File: src/common/mmio_cfg.svh
`ifndef MMIO_CFG_SVH
`define MMIO_CFG_SVH

// Clocking and serial rate
`define MMIO_CLK_FREQ      25_000_000
`define MMIO_BAUD          1_000_000
`define MMIO_CLKS_PER_BIT  (`MMIO_CLK_FREQ / `MMIO_BAUD)

// Depth shared by the transmit, receive and button FIFOs
`define MMIO_FIFO_DEPTH    32

`define MMIO_ADDR_W        8

// Register offsets
`define MMIO_UART_CTRL     8'h00 // Bit 0 tx ready, bit 1 rx valid
`define MMIO_UART_RX       8'h04
`define MMIO_UART_TX       8'h08
`define MMIO_CYCLE         8'h10
`define MMIO_CNT_CLR       8'h18
`define MMIO_BTN_STAT      8'h20 // Bit 0 empty
`define MMIO_BTN_DATA      8'h24
`define MMIO_SWITCHES      8'h28
`define MMIO_LEDS          8'h30

`endif
File: src/common/mmio_pkg.sv
`include "mmio_cfg.svh"

package mmio_pkg;

    typedef logic [31:0] word_t; // Bus data word
    typedef logic [7:0]  byte_t; // UART byte
    typedef logic [3:0]  btn_t;
    typedef logic [1:0]  sw_t;
    typedef logic [5:0]  led_t;

    // Request side of the peripheral bus, held stable while req is high
    typedef struct packed {
        logic                    we;
        logic [`MMIO_ADDR_W-1:0] addr;  // Byte offset
        word_t                   wdata;
    } bus_req_t;

endpackage

File: src/verilog/mmio_top.sv
`timescale 1ns/1ps
`include "mmio_cfg.svh"

module mmio_top (
    input  logic               clk,
    input  logic               arst_n,
    input  logic               req,
    input  mmio_pkg::bus_req_t bus,
    output logic               ack,
    output mmio_pkg::word_t    rdata,
    input  mmio_pkg::btn_t     buttons,
    input  mmio_pkg::sw_t      switches,
    output mmio_pkg::led_t     leds,
    input  logic               serial_rx,
    output logic               serial_tx
);
    localparam int BTN_W = $bits(mmio_pkg::btn_t);

    logic            tx_push;
    logic            tx_pop;
    logic            tx_full;
    logic            tx_empty;
    mmio_pkg::byte_t tx_din;
    mmio_pkg::byte_t tx_dout;

    logic            rx_push;
    logic            rx_pop;
    logic            rx_full;
    logic            rx_empty;
    mmio_pkg::byte_t rx_din;
    mmio_pkg::byte_t rx_dout;

    logic            btn_push;
    logic            btn_pop;
    logic            btn_full;
    logic            btn_empty;
    mmio_pkg::btn_t  btn_din;
    mmio_pkg::btn_t  btn_dout;

    mmio_regs regs (
        .clk       (clk),
        .arst_n    (arst_n),
        .req       (req),
        .bus       (bus),
        .ack       (ack),
        .rdata     (rdata),
        .switches  (switches),
        .leds      (leds),
        .tx_full   (tx_full),   // From tx_fifo
        .tx_push   (tx_push),   // To tx_fifo
        .tx_data   (tx_din),    // To tx_fifo
        .rx_empty  (rx_empty),  // From rx_fifo
        .rx_data   (rx_dout),   // From rx_fifo
        .rx_pop    (rx_pop),    // To rx_fifo
        .btn_empty (btn_empty), // From btn_fifo
        .btn_data  (btn_dout),  // From btn_fifo
        .btn_pop   (btn_pop)    // To btn_fifo
    );

    sync_fifo #(
        .WIDTH (8),
        .DEPTH (`MMIO_FIFO_DEPTH)
    ) tx_fifo (
        .clk    (clk),
        .arst_n (arst_n),
        .wr_en  (tx_push),
        .din    (tx_din),
        .full   (tx_full),
        .rd_en  (tx_pop),   // From on_chip_tx
        .dout   (tx_dout),  // To on_chip_tx
        .empty  (tx_empty)
    );

    sync_fifo #(
        .WIDTH (8),
        .DEPTH (`MMIO_FIFO_DEPTH)
    ) rx_fifo (
        .clk    (clk),
        .arst_n (arst_n),
        .wr_en  (rx_push),  // From on_chip_rx
        .din    (rx_din),   // From on_chip_rx
        .full   (rx_full),
        .rd_en  (rx_pop),
        .dout   (rx_dout),
        .empty  (rx_empty)
    );

    sync_fifo #(
        .WIDTH (BTN_W),
        .DEPTH (`MMIO_FIFO_DEPTH)
    ) btn_fifo (
        .clk    (clk),
        .arst_n (arst_n),
        .wr_en  (btn_push), // From gpio_buttons
        .din    (btn_din),  // From gpio_buttons
        .full   (btn_full),
        .rd_en  (btn_pop),
        .dout   (btn_dout),
        .empty  (btn_empty)
    );

    uart_tx on_chip_tx (
        .clk       (clk),
        .arst_n    (arst_n),
        .empty     (tx_empty),
        .data      (tx_dout),
        .pop       (tx_pop),
        .serial_tx (serial_tx)
    );

    uart_rx on_chip_rx (
        .clk       (clk),
        .arst_n    (arst_n),
        .serial_rx (serial_rx),
        .full      (rx_full),
        .push      (rx_push),
        .data      (rx_din)
    );

    button_events gpio_buttons (
        .clk     (clk),
        .arst_n  (arst_n),
        .buttons (buttons),
        .full    (btn_full),
        .push    (btn_push),
        .data    (btn_din)
    );

endmodule

File: src/verilog/mmio_regs.sv
`timescale 1ns/1ps
`include "mmio_cfg.svh"

module mmio_regs (
    input  logic                 clk,
    input  logic                 arst_n,
    input  logic                 req,
    input  mmio_pkg::bus_req_t   bus,
    output logic                 ack,
    output mmio_pkg::word_t      rdata,
    input  mmio_pkg::sw_t        switches,
    output mmio_pkg::led_t       leds,
    input  logic                 tx_full,
    output logic                 tx_push,
    output mmio_pkg::byte_t      tx_data,
    input  logic                 rx_empty,
    input  mmio_pkg::byte_t      rx_data,
    output logic                 rx_pop,
    input  logic                 btn_empty,
    input  mmio_pkg::btn_t       btn_data,
    output logic                 btn_pop
);
    logic            access; // Edge that performs the access and raises ack
    logic            rd_access;
    logic            wr_access;
    logic            cnt_clr;
    logic            led_we;
    mmio_pkg::word_t rd_word;
    mmio_pkg::word_t cycle_cnt;

    assign access    = req && !ack;
    assign rd_access = access && !bus.we;
    assign wr_access = access && bus.we;

    // Write strobes
    assign tx_push = wr_access && (bus.addr == `MMIO_UART_TX) && !tx_full;
    assign tx_data = bus.wdata[7:0];
    assign cnt_clr = wr_access && (bus.addr == `MMIO_CNT_CLR);
    assign led_we  = wr_access && (bus.addr == `MMIO_LEDS);

    // Read pops land on the ack edge
    assign rx_pop  = rd_access && (bus.addr == `MMIO_UART_RX) && !rx_empty;
    assign btn_pop = rd_access && (bus.addr == `MMIO_BTN_DATA) && !btn_empty;

    always_comb begin
        rd_word = '0; // Unmapped and write-only offsets read as zero
        case (bus.addr)
            `MMIO_UART_CTRL: rd_word = {30'd0, !rx_empty, !tx_full};
            `MMIO_UART_RX: begin
                if (!rx_empty) begin
                    rd_word = mmio_pkg::word_t'(rx_data);
                end
            end
            `MMIO_CYCLE:     rd_word = cycle_cnt;
            `MMIO_BTN_STAT:  rd_word = {31'd0, btn_empty};
            `MMIO_BTN_DATA: begin
                if (!btn_empty) begin
                    rd_word = mmio_pkg::word_t'(btn_data);
                end
            end
            `MMIO_SWITCHES:  rd_word = mmio_pkg::word_t'(switches);
            default:         rd_word = '0;
        endcase
    end

    // Read data is captured once per handshake and held with ack
    always_ff @(posedge clk) begin
        if (access) begin
            rdata <= bus.we ? '0 : rd_word;
        end
    end

    // Four-phase slave state
    always_ff @(posedge clk or negedge arst_n) begin
        if (!arst_n) begin
            ack <= 1'b0;
        end else if (access) begin
            ack <= 1'b1;
        end else if (!req) begin
            ack <= 1'b0; // Master released req
        end
    end

    always_ff @(posedge clk or negedge arst_n) begin
        if (!arst_n) begin
            cycle_cnt <= '0;
        end else if (cnt_clr) begin
            cycle_cnt <= '0;
        end else begin
            cycle_cnt <= cycle_cnt + 32'd1;
        end
    end

    always_ff @(posedge clk or negedge arst_n) begin
        if (!arst_n) begin
            leds <= '0;
        end else if (led_we) begin
            leds <= bus.wdata[5:0];
        end
    end

endmodule

File: src/verilog/button_events.sv
`timescale 1ns/1ps

module button_events (
    input  logic           clk,
    input  logic           arst_n,
    input  mmio_pkg::btn_t buttons,
    input  logic           full,
    output logic           push,
    output mmio_pkg::btn_t data
);
    mmio_pkg::btn_t sync_0;
    mmio_pkg::btn_t sync_1;
    mmio_pkg::btn_t prev; // Level seen one cycle earlier

    // Buttons that just went from released to pressed
    assign data = sync_1 & ~prev;
    assign push = (data != '0) && !full; // Event lost when FIFO is full

    always_ff @(posedge clk or negedge arst_n) begin
        if (!arst_n) begin
            sync_0 <= '0;
            sync_1 <= '0;
            prev   <= '0;
        end else begin
            sync_0 <= buttons;
            sync_1 <= sync_0;
            prev   <= sync_1;
        end
    end

endmodule

File: src/uart/uart_rx.sv
`timescale 1ns/1ps
`include "mmio_cfg.svh"

module uart_rx (
    input  logic            clk,
    input  logic            arst_n,
    input  logic            serial_rx,
    input  logic            full,
    output logic            push,
    output mmio_pkg::byte_t data
);
    localparam int CPB   = `MMIO_CLKS_PER_BIT;
    localparam int HALF  = (CPB > 1) ? CPB / 2 : 1;
    localparam int CNT_W = (CPB > 1) ? $clog2(CPB) : 1;

    typedef enum logic [1:0] {
        RX_IDLE,
        RX_START,
        RX_DATA,
        RX_STOP
    } rx_state_e;

    rx_state_e        state;
    logic [1:0]       line_sync; // Bit 1 is the synchronised line
    logic [CNT_W-1:0] clk_cnt;
    logic [2:0]       bit_idx;
    logic             sample_data;
    mmio_pkg::byte_t  shreg;

    assign sample_data = (state == RX_DATA) && (clk_cnt == CNT_W'(CPB - 1));
    assign data        = shreg; // Stable until the next frame's data bits

    always_ff @(posedge clk) begin
        if (sample_data) begin
            shreg <= {line_sync[1], shreg[7:1]}; // LSB arrives first
        end
    end

    always_ff @(posedge clk or negedge arst_n) begin
        if (!arst_n) begin
            line_sync <= 2'b11;
            state     <= RX_IDLE;
            clk_cnt   <= '0;
            bit_idx   <= '0;
            push      <= 1'b0;
        end else begin
            line_sync <= {line_sync[0], serial_rx};
            push      <= 1'b0;
            case (state)
                RX_IDLE: begin
                    clk_cnt <= '0;
                    if (!line_sync[1]) begin
                        state <= RX_START; // Falling edge of start bit
                    end
                end
                RX_START: begin
                    if (clk_cnt == CNT_W'(HALF - 1)) begin
                        clk_cnt <= '0;
                        bit_idx <= '0;
                        // A glitch that is high again at mid-bit is not a frame
                        state   <= line_sync[1] ? RX_IDLE : RX_DATA;
                    end else begin
                        clk_cnt <= clk_cnt + CNT_W'(1);
                    end
                end
                RX_DATA: begin
                    if (sample_data) begin
                        clk_cnt <= '0;
                        bit_idx <= bit_idx + 3'd1;
                        if (bit_idx == 3'd7) begin
                            state <= RX_STOP;
                        end
                    end else begin
                        clk_cnt <= clk_cnt + CNT_W'(1);
                    end
                end
                default: begin
                    if (clk_cnt == CNT_W'(CPB - 1)) begin
                        clk_cnt <= '0;
                        state   <= RX_IDLE;
                        push    <= line_sync[1] && !full; // Framing error or full drops it
                    end else begin
                        clk_cnt <= clk_cnt + CNT_W'(1);
                    end
                end
            endcase
        end
    end

endmodule

File: src/uart/uart_tx.sv
`timescale 1ns/1ps
`include "mmio_cfg.svh"

module uart_tx (
    input  logic          clk,
    input  logic          arst_n,
    input  logic          empty,
    input  mmio_pkg::byte_t data,
    output logic          pop,
    output logic          serial_tx
);
    localparam int CPB   = `MMIO_CLKS_PER_BIT;
    localparam int CNT_W = (CPB > 1) ? $clog2(CPB) : 1;

    logic             busy;
    logic [CNT_W-1:0] clk_cnt; // Cycles into the current bit
    logic [3:0]       bit_idx; // 0 start, 1..8 data, 9 stop
    logic [9:0]       shreg;

    // Take the head as soon as the line is free
    assign pop       = !busy && !empty;
    assign serial_tx = shreg[0];

    always_ff @(posedge clk or negedge arst_n) begin
        if (!arst_n) begin
            busy    <= 1'b0;
            clk_cnt <= '0;
            bit_idx <= '0;
            shreg   <= '1; // Line idles high
        end else if (!busy) begin
            if (!empty) begin
                busy    <= 1'b1;
                clk_cnt <= '0;
                bit_idx <= '0;
                shreg   <= {1'b1, data, 1'b0}; // Stop, data LSB first, start
            end
        end else if (clk_cnt == CNT_W'(CPB - 1)) begin
            clk_cnt <= '0;
            shreg   <= {1'b1, shreg[9:1]};
            if (bit_idx == 4'd9) begin
                busy    <= 1'b0; // Stop bit done
                bit_idx <= '0;
            end else begin
                bit_idx <= bit_idx + 4'd1;
            end
        end else begin
            clk_cnt <= clk_cnt + CNT_W'(1);
        end
    end

endmodule

File: src/verilog/sync_fifo.sv
`timescale 1ns/1ps

module sync_fifo #(
    parameter int WIDTH = 8,
    parameter int DEPTH = 32
) (
    input  logic             clk,
    input  logic             arst_n,
    input  logic             wr_en,
    input  logic [WIDTH-1:0] din,
    output logic             full,
    input  logic             rd_en,
    output logic [WIDTH-1:0] dout,
    output logic             empty
);
    localparam int PTR_W = (DEPTH > 1) ? $clog2(DEPTH) : 1;
    localparam int CNT_W = $clog2(DEPTH + 1);

    logic [WIDTH-1:0] mem [DEPTH];
    logic [PTR_W-1:0] wr_ptr;
    logic [PTR_W-1:0] rd_ptr;
    logic [CNT_W-1:0] count;
    logic             do_wr;
    logic             do_rd;

    assign full  = (count == CNT_W'(DEPTH));
    assign empty = (count == '0);
    assign do_wr = wr_en && !full; // Push while full is dropped
    assign do_rd = rd_en && !empty;
    assign dout  = mem[rd_ptr]; // Head shown without a read cycle

    always_ff @(posedge clk) begin
        if (do_wr) begin
            mem[wr_ptr] <= din;
        end
    end

    always_ff @(posedge clk or negedge arst_n) begin
        if (!arst_n) begin
            wr_ptr <= '0;
            rd_ptr <= '0;
            count  <= '0;
        end else begin
            if (do_wr) begin
                wr_ptr <= (wr_ptr == PTR_W'(DEPTH - 1)) ? '0 : wr_ptr + PTR_W'(1);
            end
            if (do_rd) begin
                rd_ptr <= (rd_ptr == PTR_W'(DEPTH - 1)) ? '0 : rd_ptr + PTR_W'(1);
            end
            case ({do_wr, do_rd})
                2'b10:   count <= count + CNT_W'(1);
                2'b01:   count <= count - CNT_W'(1);
                default: count <= count; // Both or neither
            endcase
        end
    end

endmodule

File: config.mk
export PLATFORM = sky130hd
export DESIGN_NAME = mmio_top
export DESIGN_NICKNAME = d
export VERILOG_FILES = /design/src/common/mmio_pkg.sv /design/src/verilog/mmio_top.sv /design/src/verilog/mmio_regs.sv /design/src/verilog/button_events.sv /design/src/uart/uart_rx.sv /design/src/uart/uart_tx.sv /design/src/verilog/sync_fifo.sv
export VERILOG_INCLUDE_DIRS = /design/src /design/src/common
export SDC_FILE = /design/constraint.sdc
export NUM_CORES = 1
export LEC_CHECK = 0
export BUFFER_PORTS_ARGS = -buffer_cell sky130_fd_sc_hd__buf_2
export CAP_MARGIN = 15
export CORE_MARGIN = 4
export CORE_UTILIZATION = 52
export CTS_BUF_LIST = sky130_fd_sc_hd__clkbuf_2
export CTS_CLUSTER_SIZE = 28
export DETAILED_ROUTE_END_ITERATION = 6
export PLACE_DENSITY = 0.68
export SLEW_MARGIN = 10
export SYNTH_ARGS = -nofsm -noshare
export SYNTH_HDL_FRONTEND = slang
export SYNTH_SLANG_ARGS = --single-unit
File: constraint.sdc
create_clock -name clk -period 6.86 [get_ports clk]
set_input_delay 1.029 -clock clk [delete_from_list [all_inputs] [get_ports clk]]
set_output_delay 1.029 -clock clk [all_outputs]
set_load 0.02 [all_outputs]
==> results of run 1 <==
state kept, by name (all words and copies together), names as in the netlist, 5 cells and up:
name,flops
rx_fifo.mem,256
tx_fifo.mem,256
btn_fifo.mem,128
regs.cycle_cnt,32
regs.rdata,32
on_chip_tx.shreg,9
on_chip_rx.data,8
btn_fifo.count,6
regs.leds,6
rx_fifo.count,6
tx_fifo.count,6
btn_fifo.rd_ptr,5
btn_fifo.wr_ptr,5
on_chip_rx.clk_cnt,5
on_chip_tx.clk_cnt,5
rx_fifo.rd_ptr,5
rx_fifo.wr_ptr,5
tx_fifo.rd_ptr,5
tx_fifo.wr_ptr,5
worst paths after layout:
check / from / endpoint / slack (ns) / depth (start not counted)
max in group asynchronous: arst_n / tx_fifo.rd_ptr[0]$_DFFE_PN0P_ / 5.26 / 3
setup / recovery: rx_fifo.rd_ptr[0]$_DFFE_PN0P_ / regs.rdata[0]$_SDFFCE_PP0N_ / 3.13 / 5
hold / removal: bus[5] / tx_fifo.mem[13][5]$_DFFE_PP_ / 0.18 / 1
hold reg to reg: gpio_buttons.sync_0[2]$_DFF_PN0_ / gpio_buttons.sync_1[2]$_DFF_PN0_ / 0.34 / 0
min in group asynchronous: arst_n / regs.ack$_DFFE_PN0P_ / 0.27 / 2
setup reg to reg: rx_fifo.rd_ptr[0]$_DFFE_PN0P_ / regs.rdata[0]$_SDFFCE_PP0N_ / 3.13 / 5
placed cells by master (no fill, tap or decap), types with 13 or more instances in the layout:
cell / instances
mux4_2: 155
nor2_1: 160
and2_1: 34
ha_1: 48
mux2_2: 17
xor2_1: 15
inv_1: 49
mux2i_1: 77
dfrtp_1: 114
edfxtp_1: 680
o21ai_0: 64
o221ai_1: 13
xnor2_1: 30
clkbuf_2: 306
nand3b_1: 17
nand2_1: 100
or3_1: 21
buf_4: 16
buf_2: 65
nand3_1: 37
clkinv_1: 38
a21oi_1: 31
nor3_1: 18
timing repair:
action / in CTS / in global routing
hold buffers: 9 / 0
endpoints found under the hold margin: 106 / 0
gates resized for setup: 0 / 0
logic make-up after synthesis:
group	after synthesis	share of synthesized area (%)
AO/OA/AOI/OAI	183	3.61
XOR/XNOR	45	1.18
adder cells (fa/ha/maj)	50	1.92
buffers and inverters	136	1.71
flip-flops	811	71.0
multiplexers	249	13.3
AND/OR/NAND/NOR	475	7.19
through the flow:
stage | util [%] | instances
finish | 58.0 | 3178
global route | 58.0 | 3178
CTS | 57.8 | 3166
detailed placement | 54.5 | 2792
global placement | 54.5 | 2792
floorplan | - | 1949
cell type report:
type	instances	share of cell area [%]
inverters	51	0.521
well taps	846	2.88
multi-input cells	1002	24.8
clock buffers	306	4.17
diodes	7	0.0477
clock inverters	59	1.21
flip-flops and latches	811	64.6
repair buffers	96	1.80
routing by layer:
layer	global-route usage, %	wire, um
met1	29.4	30000
met2	30.8	31700
met3	5.73	5200
met4	6.64	1310
met5	0	0
where the power goes:
group	leakage, nW	total [mW]	internal [mW]	switching (mW)
Combinational	3.53	0.522	0.192	0.330
Sequential	7.77	5.58	5.45	0.127
Clock	1.47	3.34	1.43	1.91
critical path: stages (launching register included):
cell      delay [ns]
dfrtp_4         0.94
buf_4           0.63
mux4_2          0.61
mux4_2          0.51
o221ai_1        0.47
o211ai_1        0.21
==> summary.txt, run 1 <==
status - finished clean
Netlist cell types - 73
I/O pin count - 91
final setup margin - 3.13 ns
Setup crit end kind - flop
Hold WS - 0.180 ns
Worst setup SP type - flop
Wirelength per Cell - 21.5 um
IO Port Bufs - 66
pre-CTS setup slack - 2.38 ns
Iteration-0 DRC Markers - 1533
hpwl dp - 41600 um
Worst Tran Pin Value - 1.12 ns
number of fill cells - 4877
post-route cell area - 36700 um2
# H-tree levels - 4
total number of vias - 18158
Sequential Area - 23700 um2
Die W - 261 um
post-synth top area cell - edfxtp_1
Async SR Flop Fraction - 16.2%
top cell type's share of synthesized area - 61.2%
VDD IR max - 0.000183 V
leakage power - 12.8 nW
CTS buffer count - 198
Nets - 2261
area of the multi-input gates - 9100 um2
final hold vios - 0
CORE AREA - 63300 um2
num rows - 92
most common cell in the synthesized netlist - edfxtp_1
initial antenna violation count - 3
clock skew - 0.103 ns
Initial Utilization - 52.7%
fin. max-slew vios - 0
DRC violations left - 0
clock sink total - 811
RSZ-0062 raised after global routing - no
synthesized flop and latch total - 811
final setup violation count - 0
kind of critical path - flop to flop
Antenna Nets Post-Route - 0
Avg Synthesized Cell Area - 17.1 um2
Peak Freq - 0.268 GHz
Post-Syn Area - 33400 um2
Critical Path AT - 4.77 ns
worst skew pair latency - 1.40 ns
CTS tree - done
global route overflow - 0
crit path max fanout - 41
Post-CTS Setup Bufs - 0
Clock Path Buffers - 3
Routed WL - 68200 um
Tmin final - 3.73 ns
Synth area leaders - edfxtp_1 61%, mux4_2 10%, dfrtp_1 9.0%, mux2i_1 2.3%, ha_1 1.8%
vias in the first global route - 18279
Ys Warns - 0
Crit path required time - 7.89 ns
Synth top cells by count - 680 x edfxtp_1, 160 x nor2_1, 155 x mux4_2
Tot Pwr - 9.44 mW
Synth Flop Type - edfxtp_1
DR pass1 iterations - 7
Die H - 261 um
Post-synth EDFFs - 680
largest net degree at the start of global routing - 85
clock-pin transition on the worst setup and hold timing paths - 0.11 ns
first-pass GRT wire length - 105000 um
hold crit path type - primary input to flop
TNS Setup - 0 ns
die area - 68300 um2
Max-cap violations - 0
DP Area - 34500 um2
layout cell share with drive strength beyond 1 - 26.9%
gp weighted congestion - 0.833
Synthesized Nets - 2050
Slew HR - 25.3%
post-synthesis sequential area ratio - 71.0%
Total GRT Usage - 20.4%
Root Buffer - clkbuf_2
Syn Inst Count - 1949
layout overhead on the synthesized area - 10.1%
vias per cell - 5.71
Power Dens Cells - 257 nW/um2
period utilisation layout - 54.4%
No activity file was read; power rests on OpenSTA's default activity.
==> run 2, diff against run 1 <==
PLACE_DENSITY = 0.71   (was 0.68)
clock period = 3.4 ns   (was 6.86 ns; I/O delays follow)
==> run 2 against run 1 <==
Effect of this change: global-route usage rose by 0.72 points; combinational power rose by 110%; via count rose by 2.9%; clock power rose by 87%; non-clock buffer count rose by 118; final cell count rose by 3.1%; clock skew fell by 0.0013 ns; critical path depth rose by 6; clock-buffer cell count fell by 25.
==> summary.txt, run 2 (same netlist as run 1, synthesis figures left out) <==
status - finished clean
first-pass GRT wire length - 110000 um
# H-tree levels - 4
GR Util met3 - 5.24%
Worst Tran Pin Value - 1.17 ns
Iteration-0 DRC Markers - 1821
Worst Hold Launch - bus[0]
DRC violations left - 0
hpwl dp - 44200 um
R2R Setup Slk - 0.15 ns
Slew HR - 22.0%
Worst R2R Path Depth - 11
worst r2r src - btn_fifo.count[0]$_DFFE_PN0P_
DP Area - 35200 um2
Setup crit end kind - flop
RSZ-0062 raised after global routing - no
I/O pin count - 91
Top cell by count, worst path - ha_1
Hold WS - 0.260 ns
post-route cell area - 37600 um2
Initial Utilization - 52.7%
commonest non-fill, non-tap cell in the layout - edfxtp_1
number of fill cells - 4725
global route overflow - 0
Crit path required time - 4.63 ns
initial antenna violation count - 1
hold crit path type - primary input to flop
layout overhead on the synthesized area - 12.6%
hold endpoint - tx_fifo.mem[8][0]$_DFFE_PP_
final hold vios - 0
Worst setup SP type - flop
most frequent cells in the layout - 680 x edfxtp_1, 281 x clkbuf_2, 160 x nor2_1
Critical Path AT - 4.48 ns
CORE AREA - 63300 um2
crit path max fanout - 6
met2 usage - 32.7%
Routed WL - 70400 um
CTS buffer count - 194
die area - 68300 um2
Antenna Nets Post-Route - 0
clock skew - 0.101 ns
FF-to-FF End - btn_fifo.count[5]$_DFFE_PN0P_
VDD IR max - 0.000249 V
period utilisation layout - 95.5%
Hold Path Depth - 2
layout cell share with drive strength beyond 1 - 28.6%
Top Registers - rx_fifo.mem (256), tx_fifo.mem (256), btn_fifo.mem (128)
Clock Path Buffers - 3
vias in the first global route - 19092
most used routing layer - met2
kind of critical path - flop to flop
Cell Chain, Critical Path - or4_1 -> o311ai_2 -> or3_1 -> inv_1 -> ha_1 -> ha_1 -> a21o_1 -> a21oi_2 -> o21ai_0 -> a211oi_1 -> xnor2_1
total number of vias - 18676
fin. max-slew vios - 0
Total GRT Usage - 21.2%
Power Dens Cells - 495 nW/um2
CP max stage delay - 0.62 ns
WP buf/inv - 1
CP max-delay cell - or4_1
final setup violation count - 0
worst skew pair latency - 1.33 ns
Die H - 261 um
clock sink total - 811
DR pass1 iterations - 6
leakage power - 13.2 nW
CTS tree - done
Peak Freq - 0.308 GHz
vias per cell - 5.70
Nets - 2375
Root Buffer - clkbuf_2
Die W - 261 um
TNS Setup - 0 ns
Tmin final - 3.25 ns
num rows - 92
Wirelength per Cell - 21.5 um
largest net degree at the start of global routing - 61
Max-cap violations - 0
IO Port Bufs - 66
gp weighted congestion - 0.830
clock-pin transition on the worst setup and hold timing paths - 0.11 ns
Crit path max-delay family - compound AO/OA/AOI/OAI gates
met1 Use GR - 30.5%
run 2: cell count changes in the layout (fill, tap and decap cells not counted), sizes merged:
cell and delta:
buf +87, bufinv -3, clkbuf -25, clkinv +11, clkinvlp +2, diode -6, dlygate4sd3 +31, inv +2
run 2: worst register-to-register path: stages, from the launching register on:
cell and delay [ns]:
dfrtp_1 0.44, or4_1 0.62, o311ai_2 0.33, or3_1 0.19
inv_1 0.05, ha_1 0.28, ha_1 0.33, a21o_1 0.19
a21oi_2 0.22, o21ai_0 0.11, a211oi_1 0.26, xnor2_1 0.15
run 2: power breakdown:
part,switching [mW],internal (mW),total (mW)
Clock,3.77,2.47,6.24
Sequential,0.253,11.0,11.2
Combinational,0.692,0.428,1.12
run 2: area by class of cell:
class                      instances  area [um2]  share of cell area (%)
sequential                       811       23700                    63.1
clock buffer                     281        1410                    3.74
tap                              846        1060                    2.82
multi-input combinational       1002        9130                    24.3
antenna                            1        2.50                 0.00666
timing repair buffer             214        1680                    4.47
inverter                          51         191                   0.509
clock inverter                    71         377                    1.00
run 2: routing by layer:
layer / vias to the layer above / part of all wire (%) / wire (um)
met4: 0 / 1.7 / 1220
met1: 9435 / 43 / 30600
met3: 115 / 7.2 / 5090
met2: 718 / 48 / 33500
li1: 8408 / - / -
met5: - / 0 / 0
run 2: through the flow:
| step | setup slack (ns) | total power, mW | cells | util, % |
|---|---|---|---|---|
| after floorplan | 0.213 | 12.1 | 1949 | - |
| after global placement | 0.0617 | 12.5 | 2875 | 55.6 |
| after detailed placement | -0.0439 | 12.5 | 2875 | 55.6 |
| after CTS | 0.0428 | 18.8 | 3268 | 59.1 |
| after global routing | 0.00123 | 19.6 | 3277 | 59.3 |
| final | 0.152 | 18.6 | 3277 | 59.3 |
run 2: timing repair:
| action | CTS | global route |
|---|---|---|
| hold buffers | 41 | 0 |
| buffers inserted | 0 | 5 |
| setup endpoints to repair | 0 | 5 |
| hold endpoints to repair | 503 | 0 |
| resized for setup | 0 | 8 |
run 2: worst max path at each step:
stage          slack [ns]                          start                            end  cells past startpoint
6_report             0.15  btn_fifo.count[0]$_DFFE_PN0P_  btn_fifo.count[5]$_DFFE_PN0P_                     11
2_1_floorplan        0.21   rx_fifo.count[1]$_DFFE_PN0P_   rx_fifo.count[5]$_DFFE_PN0P_                     12
3_3_place_gp         0.06                        bus[35]   rx_fifo.count[5]$_DFFE_PN0P_                     12
4_1_cts              0.04   tx_fifo.count[1]$_DFFE_PN0P_   tx_fifo.count[4]$_DFFE_PN0P_                     12
5_1_grt             0.001   rx_fifo.count[1]$_DFFE_PN0P_   rx_fifo.count[4]$_DFFE_PN0P_                     12
3_5_place_dp        -0.04                        bus[35]   rx_fifo.count[5]$_DFFE_PN0P_                     12
==> run 3, diff against run 2 <==
CORE_MARGIN = 2   (was 4)
PLACE_DENSITY = 0.8   (was 0.71)
==> run 3 against run 2 <==
Effect of this change: maximum frequency is 0.31% lower; first-iteration DRC count grew 0.49%; combinational power barely moved; sequential share of layout area increased by 0.44 points; die area is 3.0% lower; critical path type is now primary input to flop; critical endpoint unchanged; largest power group unchanged.
==> summary.txt, run 3 (same netlist as run 1, synthesis figures left out) <==
Clock power frac - 32.3%
Root Buffer - clkbuf_2
Top Registers - rx_fifo.mem (256), tx_fifo.mem (256), btn_fifo.mem (128)
clock-pin transition on the worst setup and hold timing paths - 0.11 ns
largest net degree at the start of global routing - 71
clock sink total - 811
Die H - 257 um
commonest non-fill, non-tap cell in the layout - edfxtp_1
clock skew - 0.150 ns
DR pass1 iterations - 6
Worst Tran Pin Value - 1.13 ns
Wirelength per Cell - 21.9 um
Initial Utilization - 52.7%
layout overhead on the synthesized area - 11.8%
CTS buffer count - 184
worst r2r src - btn_fifo.count[0]$_DFFE_PN0P_
crit path max fanout - 6
Peak Freq - 0.307 GHz
Setup crit end kind - flop
layout cell share with drive strength beyond 1 - 28.4%
Iteration-0 DRC Markers - 1830
global route overflow - 0
vias in the first global route - 19844
Nets - 2354
VDD IR max - 0.000324 V
period utilisation layout - 95.8%
Crit path required time - 4.66 ns
Worst setup SP type - primary input
CTS tree - done
# H-tree levels - 4
hold crit path type - primary input to flop
gp weighted congestion - 0.853
Slew HR - 25.0%
most frequent cells in the layout - 680 x edfxtp_1, 285 x clkbuf_2, 160 x nor2_1
combinational power share - 6.1%
final setup violation count - 0
post-route cell area - 37300 um2
Worst Hold Launch - bus[7]
die area - 66200 um2
leakage power - 13.1 nW
Critical Path AT - 4.52 ns
Power Dens Cells - 490 nW/um2
final hold vios - 0
Clock Path Buffers - 3
worst skew pair latency - 1.41 ns
first-pass GRT wire length - 111000 um
status - finished clean
Routed WL - 71100 um
CORE AREA - 63300 um2
Die W - 257 um
DRC violations left - 0
kind of critical path - primary input to flop
Total GRT Usage - 22.0%
RSZ-0062 raised after global routing - no
worst setup path startpoint - bus[36]
Post-CTS Setup Bufs - 0
DP Area - 35200 um2
hpwl dp - 44800 um
Antenna Nets Post-Route - 0
I/O pin count - 91
vias per cell - 5.86
IO Port Bufs - 66
num rows - 92
NetSw - 4.57 mW
final core occ - 58.9%
initial antenna violation count - 2
Sw Share - 25.0%
total number of vias - 19045
fin. max-slew vios - 0
Tmin final - 3.26 ns
Max-cap violations - 0
P_int - 13.7 mW
Reg power frac - 61.5%
run 3: power by group through the flow:
stage	registers (mW)	clock network, mW	logic, mW
finish	11.3	5.91	1.12
CTS	11.2	6.05	1.11
global route	11.3	6.55	1.25
global placement	11.4	0	1.01
detailed placement	11.5	0	1.07
floorplan	11.4	0	0.735
run 3: worst max-delay path, cell delays in order:
cell           delay, ns
dlygate4sd3_1       0.54
buf_2               0.14
buf_4               0.15
nor4b_4             0.28
dlygate4sd3_1       0.66
o311ai_2            0.14
or3_1               0.39
inv_1               0.08
ha_1                0.29
ha_1                0.28
a21o_1              0.19
a21oi_1             0.33
o21ai_0             0.13
a211oi_1            0.26
xnor2_1             0.15
run 3: through the flow:
stage               cells  setup slack [ns]  total power, mW  TNS, ns  hold WS [ns]
floorplan            1949             0.213             12.1        0         0.214
global placement     2873            0.0889             12.4        0         0.336
detailed placement   2873           -0.0408             12.5  -0.0408         0.343
CTS                  3245            0.0847             18.4        0         0.103
global route         3247            0.0165             19.1        0         0.165
finish               3249             0.142             18.3        0         0.291
run 3: final timing paths:
check | endpoint | slack, ns | depth (start not counted)
hold / removal | tx_fifo.mem[24][7]$_DFFE_PP_ | 0.29 | 2
setup reg to reg | btn_fifo.count[5]$_DFFE_PN0P_ | 0.19 | 11
setup / recovery | btn_fifo.count[5]$_DFFE_PN0P_ | 0.14 | 15
hold reg to reg | gpio_buttons.sync_1[3]$_DFF_PN0_ | 0.33 | 0
min in group asynchronous | on_chip_tx.shreg[8]$_DFFE_PN1P_ | 0.37 | 3
max in group asynchronous | tx_fifo.rd_ptr[0]$_DFFE_PN0P_ | 2.54 | 4
run 3: area by class of cell:
cell class / count / area, um2
repair buffers: 203 / 1550
fillers: 4565 / 26000
inverters: 51 / 191
diodes: 3 / 7.51
multi-input cells: 1002 / 9130
clock inverters: 48 / 220
clock buffers: 285 / 1430
well taps: 846 / 1060
flip-flops and latches: 811 / 23700
run 3: layer usage:
metal	GRT usage, %	part of all wire, %	up-vias
met5	0	0	-
li1	-	-	8373
met1	29.1	40	9558
met3	5.69	8.5	133
met2	35.4	49	981
met4	7.95	2.4	0
run 3: what timing repair did:
item / 4_1_cts / 5_1_grt
hold buffers: 39 / 0
setup endpoints to repair: 0 / 3
gates resized for setup: 0 / 6
hold endpoints to repair: 489 / 0
